File: src/nand_cpu_defs.svh
`ifndef NAND_CPU_DEFS_SVH
`define NAND_CPU_DEFS_SVH

// instruction address width.
`define PC_SIZE 16

// log2 of the number of target buffer entries.
// 4 gives 16 entries; the tag takes the remaining pc bits.
`define BTB_INDEX_SIZE 4

// global history length.
// this is also the width of the counter table index, so 6 gives 64 counters.
`define GHR_SIZE 6

// width of the tag kept per buffer entry.
`define BTB_TAG_SIZE (`PC_SIZE - `BTB_INDEX_SIZE)

`endif

File: src/cpu_pkg.sv
`include "nand_cpu_defs.svh"

// types shared across the cpu, not just the fetch-stage predictor.
package cpu_pkg;

    // instruction address.
    typedef logic [`PC_SIZE-1:0] pc_t;

endpackage

File: src/bp_pkg.sv
`include "nand_cpu_defs.svh"

package bp_pkg;
    import cpu_pkg::*;

    // 2-bit saturating counter, upper half means taken.
    typedef logic [1:0] counter_t;

    localparam counter_t COUNTER_RESET = 2'd1; // weakly not taken.
    localparam counter_t COUNTER_MAX   = 2'd3;

    typedef logic [`GHR_SIZE-1:0]       ghr_t;
    typedef logic [`BTB_INDEX_SIZE-1:0] btb_index_t;
    typedef logic [`BTB_TAG_SIZE-1:0]   btb_tag_t;

    typedef struct packed {
        logic     valid;
        btb_tag_t tag;
        pc_t      target;
    } btb_entry_t;

    localparam btb_entry_t BTB_EMPTY = '0;

    // low pc bits select the buffer entry.
    function automatic btb_index_t btb_index(input pc_t addr);
        return addr[`BTB_INDEX_SIZE-1:0];
    endfunction

    function automatic btb_tag_t btb_tag(input pc_t addr);
        return addr[`PC_SIZE-1:`BTB_INDEX_SIZE];
    endfunction

    function automatic logic counter_taken(input counter_t count);
        return count[1];
    endfunction

    // step toward the outcome, holding at either end.
    function automatic counter_t counter_update(input counter_t count, input logic up);
        counter_t next;
        next = count;
        if (up && count != COUNTER_MAX) begin
            next = count + 2'd1;
        end else if (!up && count != '0) begin
            next = count - 2'd1;
        end
        return next;
    endfunction

endpackage

File: src/pred_table.sv
// indexed register table used for both the target buffer and the counters.
// two combinational read ports, one synchronous write port.
module pred_table #(
    parameter type    entry_t     = logic [1:0],
    parameter int     DEPTH_LOG2  = 4,
    parameter entry_t RESET_VALUE = '0
) (
    input  logic                  clk,
    input  logic                  n_rst,

    // lookup read.
    input  logic [DEPTH_LOG2-1:0] rd_index,
    output entry_t                rd_data,

    // update write.
    input  logic                  wr_en,
    input  logic [DEPTH_LOG2-1:0] wr_index,
    input  entry_t                wr_data,

    // second read for the read-modify-write on the update side.
    input  logic [DEPTH_LOG2-1:0] rd2_index,
    output entry_t                rd2_data
);

    localparam int DEPTH = 2 ** DEPTH_LOG2;

    entry_t entries [DEPTH];

    // reads see the old contents during the write cycle.
    assign rd_data  = entries[rd_index];
    assign rd2_data = entries[rd2_index];

    always_ff @(posedge clk) begin
        if (!n_rst) begin
            for (int i = 0; i < DEPTH; i++) begin
                entries[i] <= RESET_VALUE;
            end
        end else if (wr_en) begin
            entries[wr_index] <= wr_data;
        end
    end

endmodule

File: src/branch_target_buffer.sv
// direct-mapped, tagged target buffer.
// filled by taken resolves, cleared when decode says the pc is not a branch.
module branch_target_buffer
    import cpu_pkg::*;
    import bp_pkg::*;
(
    input  logic clk,
    input  logic n_rst,

    // fetch lookup.
    input  pc_t  pc,

    // decode report.
    input  logic bv_valid,
    input  logic bv_branch,
    input  pc_t  bv_pc,

    // resolve report.
    input  logic bo_valid,
    input  logic bo_taken,
    input  pc_t  bo_pc,
    input  pc_t  bo_target,

    output logic hit,
    output pc_t  target
);

    btb_index_t lookup_index;
    btb_index_t bv_index;
    btb_index_t bo_index;
    btb_index_t wr_index;

    btb_entry_t lookup_entry;
    btb_entry_t bv_entry;
    btb_entry_t wr_entry;

    logic fill;
    logic clear;
    logic wr_en;

    assign lookup_index = btb_index(pc);
    assign bv_index     = btb_index(bv_pc);
    assign bo_index     = btb_index(bo_pc);

    assign hit    = lookup_entry.valid && (lookup_entry.tag == btb_tag(pc));
    assign target = lookup_entry.target;

    assign fill = bo_valid && bo_taken;

    // only drop the entry if it really belongs to this pc.
    assign clear = bv_valid && !bv_branch && bv_entry.valid
                   && (bv_entry.tag == btb_tag(bv_pc));

    assign wr_en = fill || clear;

    // a fill wins over a clear in the same cycle.
    always_comb begin
        if (fill) begin
            wr_index = bo_index;
            wr_entry = '{valid: 1'b1, tag: btb_tag(bo_pc), target: bo_target};
        end else begin
            wr_index = bv_index;
            wr_entry = BTB_EMPTY;
        end
    end

    pred_table #(
        .entry_t     (btb_entry_t),
        .DEPTH_LOG2  ($bits(btb_index_t)),
        .RESET_VALUE (BTB_EMPTY)
    ) u_entries (
        .clk       (clk),
        .n_rst     (n_rst),
        .rd_index  (lookup_index),
        .rd_data   (lookup_entry),
        .wr_en     (wr_en),
        .wr_index  (wr_index),
        .wr_data   (wr_entry),
        .rd2_index (bv_index),  // tag check for the decode clear.
        .rd2_data  (bv_entry)
    );

endmodule

File: src/branch_predictor_gshare.sv
`include "nand_cpu_defs.svh"

// gshare direction predictor.
// history xor pc picks a 2-bit counter for both lookup and training.
module branch_predictor_gshare
    import cpu_pkg::*;
    import bp_pkg::*;
(
    input  logic clk,
    input  logic n_rst,

    input  pc_t  pc,

    // resolve report.
    input  logic bo_valid,
    input  logic bo_taken,
    input  pc_t  bo_pc,

    output logic taken
);

    ghr_t history;

    ghr_t lookup_index;
    ghr_t fb_index;

    counter_t lookup_count;
    counter_t fb_count;
    counter_t fb_count_next;

    assign lookup_index = history ^ pc[`GHR_SIZE-1:0];
    assign taken        = counter_taken(lookup_count);

    // feedback uses the history as it was before this resolve shifts in.
    assign fb_index      = history ^ bo_pc[`GHR_SIZE-1:0];
    assign fb_count_next = counter_update(fb_count, bo_taken);

    always_ff @(posedge clk) begin
        if (!n_rst) begin
            history <= '0;
        end else if (bo_valid) begin
            history <= {history[`GHR_SIZE-2:0], bo_taken}; // newest outcome at bit 0.
        end
    end

    pred_table #(
        .entry_t     (counter_t),
        .DEPTH_LOG2  (`GHR_SIZE),
        .RESET_VALUE (COUNTER_RESET)
    ) u_pht (
        .clk       (clk),
        .n_rst     (n_rst),
        .rd_index  (lookup_index),
        .rd_data   (lookup_count),
        .wr_en     (bo_valid),
        .wr_index  (fb_index),
        .wr_data   (fb_count_next),
        .rd2_index (fb_index),
        .rd2_data  (fb_count)
    );

endmodule

File: src/branch_predictor.sv
// fetch-stage branch predictor.
// overrides the next pc when the target buffer knows the branch and gshare says taken.
module branch_predictor
    import cpu_pkg::*;
(
    input  logic clk,
    input  logic n_rst,

    // fetch lookup.
    input  pc_t  pc,

    // decode report.
    input  logic bv_valid,
    input  logic bv_branch,
    input  pc_t  bv_pc,

    // resolve report.
    input  logic bo_valid,
    input  logic bo_taken,
    input  pc_t  bo_pc,
    input  pc_t  bo_target,

    output logic pc_override,
    output pc_t  target
);

    logic hit;
    logic taken;
    pc_t  btb_target;

    branch_target_buffer u_btb (
        .clk       (clk),
        .n_rst     (n_rst),
        .pc        (pc),
        .bv_valid  (bv_valid),
        .bv_branch (bv_branch),
        .bv_pc     (bv_pc),
        .bo_valid  (bo_valid),
        .bo_taken  (bo_taken),
        .bo_pc     (bo_pc),
        .bo_target (bo_target),
        .hit       (hit),
        .target    (btb_target)
    );

    // direction only learns from resolves.
    branch_predictor_gshare u_gshare (
        .clk      (clk),
        .n_rst    (n_rst),
        .pc       (pc),
        .bo_valid (bo_valid),
        .bo_taken (bo_taken),
        .bo_pc    (bo_pc),
        .taken    (taken)
    );

    assign pc_override = hit && taken;
    assign target      = btb_target; // meaningful only with pc_override.

endmodule

File: config.mk
export PLATFORM = sky130hd
export DESIGN_NAME = branch_predictor
export DESIGN_NICKNAME = d
export VERILOG_FILES = /design/src/cpu_pkg.sv /design/src/bp_pkg.sv /design/src/pred_table.sv /design/src/branch_target_buffer.sv /design/src/branch_predictor_gshare.sv /design/src/branch_predictor.sv
export VERILOG_INCLUDE_DIRS = /design/src
export SDC_FILE = /design/constraint.sdc
export NUM_CORES = 1
export LEC_CHECK = 0
export ABC_CLOCK_PERIOD_IN_PS = 6200
export BUFFER_PORTS_ARGS = -buffer_cell sky130_fd_sc_hd__buf_2
export CORE_UTILIZATION = 50
export CTS_CLUSTER_SIZE = 16
export DETAILED_ROUTE_END_ITERATION = 10
export HOLD_SLACK_MARGIN = 0.08
export PLACE_DENSITY = 0.68
export SLEW_MARGIN = 5
export SYNTH_ARGS = -nofsm -noshare
export SYNTH_HDL_FRONTEND = slang
export SYNTH_SLANG_ARGS = --single-unit
File: constraint.sdc
create_clock -name clk -period 6.2 [get_ports clk]
set_input_delay 0.31 -clock clk [delete_from_list [all_inputs] [get_ports clk]]
set_output_delay 0.31 -clock clk [all_outputs]
set_load 0.005 [all_outputs]
; ---- Word-level counts from Yosys, hierarchy flattened
; Memory sizes are Yosys's and may differ from the RTL's.
; Index checks and enable logic that the tools add are counted.
; W data, S select, Z words.
[classes]
addsub = 2
n_eq_ne = 3
mux = 17
bitwise = 2
n_reduce_logical = 14
[ops]
columns = op, count
row1 = $mux W29, 2
row2 = $reduce_or A29 Y1, 1
row3 = $eq A12 B12 Y1, 2
row4 = $xor A6 B6 Y6, 2
row5 = $mux W1, 9
row6 = $logic_and A1 B1 Y1, 8
row7 = $mux W4, 2
row8 = $mux W2, 3
row9 = $mux W6, 1
row10 = $add A2 B1 Y2 const B, 1
row11 = $logic_not A1 Y1, 2
row12 = $ne A2 B2 Y1 const B, 1
row13 = $reduce_bool A2 Y1, 1
row14 = $reduce_or A2 Y1, 1
row15 = $sub A2 B1 Y2 const B, 1
row16 = $logic_or A1 B1 Y1, 1
[word_totals]
register_bits = 6
ram_bits = 592
input_bits = 70
output_inout_bits = 17
word_cells = 41
n_memories = 2
[mem_list]
columns = memory, words, width, read_ports, rd_ports_with_merged_regs, write_ports, line
row1 = u_btb.u_entries.entries, 16, 29, 2, 0, 16, pred_table.sv:27  ; entry_t entries [DEPTH];
row2 = u_gshare.u_pht.entries, 64, 2, 2, 0, 64, pred_table.sv:27

; ---- Longest topological paths before layout
[logic_depth]
depth_word = 10
ltp_mapped = 16
mapped_depth_nobuf = 12

; ---- Hierarchy
; A second synthesis with hierarchy kept.
[hier_totals]
hier_cells = 2236
hier_area_um2 = 32482.4
[by_module_without_submodules]
columns = mod, n_inst, cells_each, area_each_um2, seq_area_each_um2
row1 = pred_table at u_btb.u_entries, 1, 1536, 24109.4, 13933.4
row2 = pred_table at u_gshare.u_pht, 1, 586, 7450.9, 3843.7
row3 = branch_target_buffer, 1, 75, 523.0, 0.0
row4 = branch_predictor_gshare, 1, 38, 392.9, 120.1
row5 = branch_predictor, 1, 1, 6.3, 0.0

; ---- Least setup slack after synthesis
; No wires, ideal clock.
[synth_timing]
path_type = input to register
start = input port bo_pc[0]
end = memory u_gshare.u_pht.entries[44][1] in the netlist's numbering (data pin)
setup_ns = 0.256
arrival_time_ns = 3.537
required_time_ns = 5.944
path_slack_ns = 2.408
stages = 14
n_path_buf = 3
cell_sequence = buf_2 xor2_1 clkbuf_1 mux4_2 o311ai_0 a32oi_1 or3_1 inv_1 ha_1 inv_1 or4_1 a2bb2oi_4 buf_2 nor2_1
[synth_rtl]
columns = item, line
row1 = from (decl), branch_predictor.sv:20  ; input pc_t bo_pc,
row2 = to (decl), pred_table.sv:27

==> results.cfg <==
[clocking]
postCtsHoldBufs = 0
clkSinkCount = 598
cts_max_level = 3
post_cts_buffers = 0
numCtsBuffers = 66
cts_tree = built
clk_latency_ps = 610
clk_path_buf_depth = 3
cts_root_buffer = clkbuf_16
path_clk_slew_ps = 60
cts_resized = 0

[logic_synthesis]
ys_top_cells_by_area = edfxtp_1, mux4_2, nor2_1
synth_ff_type = edfxtp_1
yosys.area.top_type = edfxtp_1
synth-edff-count = 592
syn_nets = 2342
synth-async-reset-ratio_pct = 0
synth_commonest_cells = edfxtp_1, nor2_1, mux4_2, nand2_1, nand3_1
syn_inst = 2270
synth-seq-cells = 598
yosysMostFrequentCell = edfxtp_1
ys_seq_area_share_pct = 60.09
synth_top_area_share_pct = 59.68
yosysUniqueCellTypes = 63
yosys_warnings = 0
syn_area_per_cell_sq_um = 13.12
syn_area_sq_um = 29790

[pwr]
p_per_area_nw_per_um2 = 294.3
p_comb_share_pct = 12.1
p_int_mw = 7.253
worst_ir_drop_vdd_v = 0.0002031
clock_power_share_pct = 38.3
p_seq_share_pct = 49.6
power.leakage_nw = 9.827
swShare_pct = 25.34
netSwitchingPower_mw = 2.462
p_total_mw = 9.715

[critical_path]
r2r-start = u_gshare.history[0]
cp-end-kind = flip-flop
critPathLaunch = u_gshare.history[0]
critical_path_class = reg -> reg
start_kind = flip-flop
critPathRequiredTime_ps = 6500
crit_arrival_ps = 5260
critPathMaxFanout = 64

[outcome]
status = completed

[place]
port_buffers = 86
hpwl_um = 54180
place_congestion = 0.9683
placed_cell_area_sq_um = 31000
place_ws_ps = 1014

[routing]
wl_met1_um = 33370
drc = 0
num_vias = 21090
postRouteAntennaNets = 0
wirelength_um = 90340
route.met3.wl_um = 9975
drt_iter0_markers = 2722
first_pass_iters = 6
wl_per_cell_um = 28.96
top_layer = met5
routed-wl-met2_um = 43660
via_per_inst = 6.760

[final_layout]
num-nets-final = 2368
fin_area_sq_um = 33010
drive_above_1_share_pct = 20.59
syn2layout_area_growth_pct = 10.83
nFillCells = 4675

[die]
row_count = 89
coreArea_sq_um = 58910
start_util_pct = 50.56
fp.dieW_um = 246.1
io_pins = 87
dieHeight_um = 246.1
dieArea_sq_um = 60550

[timing]
finalSetupViolCount = 0
setup_tns_ps = 0
rsz0062_at_grt = no
fin_crit_sh_pct = 80.07
tightestPinTransition_ps = 1270
finalClockSkew_ps = 32.21
fin_ws_ps = 1236
finalHoldViolCount = 0
timing.fmax_ghz = 0.2014
fin_crit_ps = 4964
relSlewSlack_pct = 15.10
final_max_slew_viol_count = 0

[global_routing]
grt_pass1_vias = 20780
grt_antenna_before_repair = 3
overflow = 0
grt_use_total_pct = 30.28
grt_pass1_wl_um = 133700
grt_start_max_net_pins = 111

[worst_hold_path]
hold_path.class = in -> reg
min_from = bo_pc[15]

[job]
max_cap_viol_count = 0
==> logic make-up (layout without fill, tap and decap cells) <==
group / after synthesis / after routing / share of synthesized area [%]
buffers and inverters: 209 / 285 / 3.134
XOR/XNOR: 41 / 41 / 1.206
AND/OR/NAND/NOR: 1031 / 1031 / 15.26
adder cells (fa/ha/maj): 2 / 2 / 0.08400
AO/OA/AOI/OAI: 120 / 120 / 2.983
other: 0 / 1 / 0
multiplexers: 269 / 269 / 17.25
flip-flops: 598 / 598 / 60.09
==> critical path: stages (launching register included) <==
cell     delay [ps]
dfxtp_1         470
xnor2_1         290
buf_4           260
nand3_1         450
o22ai_1         190
o41ai_1         620
nand2_1         120
or4_1           680
ha_1            260
mux2i_1         340
xor2_4          160
buf_4           580
nand3_1         180
==> cell usage in the layout, fill, tap and decap left out, types with 5 or more instances in the layout <==
cell type / n
a2111oi_0: 5
a22oi_1: 5
and3_1: 7
and3_2: 12
buf_2: 82
buf_4: 71
clkbuf_1: 16
clkbuf_16: 68
clkinv_1: 14
clkinv_2: 12
dfxtp_1: 6
edfxtp_1: 592
inv_1: 10
mux2_2: 13
mux2i_1: 61
mux4_2: 194
nand2_1: 190
nand2b_1: 5
nand3_1: 168
nand4_1: 5
nor2_1: 475
nor2b_1: 11
nor3_1: 85
nor4_1: 13
o2111ai_1: 8
o21ai_0: 9
o22ai_1: 42
o41ai_1: 9
or3_1: 7
or4_1: 26
xnor2_1: 17
xor2_1: 22
==> final timing paths <==
| kind | cells past startpoint | slack (ps) | endpoint |
|---|---|---|---|
| setup / recovery | 12 | 1240 | u_gshare.u_pht.entries[56][0] |
| hold / removal | 3 | 130 | u_btb.u_entries.entries[4][27] |
| setup reg to reg | 12 | 1240 | u_gshare.u_pht.entries[56][0] |
| hold reg to reg | 2 | 600 | u_gshare.history[0] |
==> registers in the layout, indices dropped and copies added (netlist names) <==
signal,count
u_btb.u_entries.entries,464
u_gshare.u_pht.entries,128
u_gshare.history,6
==> layout make-up <==
cell class | count | area (sq um) | share of cell area (%)
well taps | 773 | 967.2 | 2.930
diodes | 1 | 2.502 | 0.007580
flip-flops and latches | 598 | 17900 | 54.21
inverters | 10 | 37.54 | 0.1137
repair buffers | 157 | 1017 | 3.081
clock buffers | 84 | 1762 | 5.336
multi-input cells | 1463 | 11080 | 33.57
clock inverters | 34 | 247.7 | 0.7504
==> routing by layer <==
layer | track usage (%) | vias to the layer above
met3 | 5.512 | 254
li1 | - | 8701
met2 | 48.64 | 1509
met4 | 11.80 | 4
met1 | 41.00 | 10620
met5 | 0 | -
==> per-stage QoR <==
stage / hold WS (ps) / instances / utilization (%)
2_1_floorplan: 528.0 / 2270 / -
3_3_place_gp: 575.7 / 3001 / 52.62
3_5_place_dp: 590.8 / 3001 / 52.62
4_1_cts: 122.1 / 3119 / 56.03
5_1_grt: 158.5 / 3120 / 56.04
6_report: 129.5 / 3120 / 56.04
==> power groups by stage <==
| stage | clock, mW | sequential [mW] | combinational (mW) |
|---|---|---|---|
| floorplan | 0 | 4.84 | 0.761 |
| global placement | 0 | 4.88 | 1.14 |
| detailed placement | 0 | 4.90 | 1.16 |
| CTS | 3.73 | 4.82 | 1.16 |
| global route | 3.88 | 4.84 | 1.23 |
| finish | 3.72 | 4.82 | 1.18 |
(Power assumes the default switching activity.)
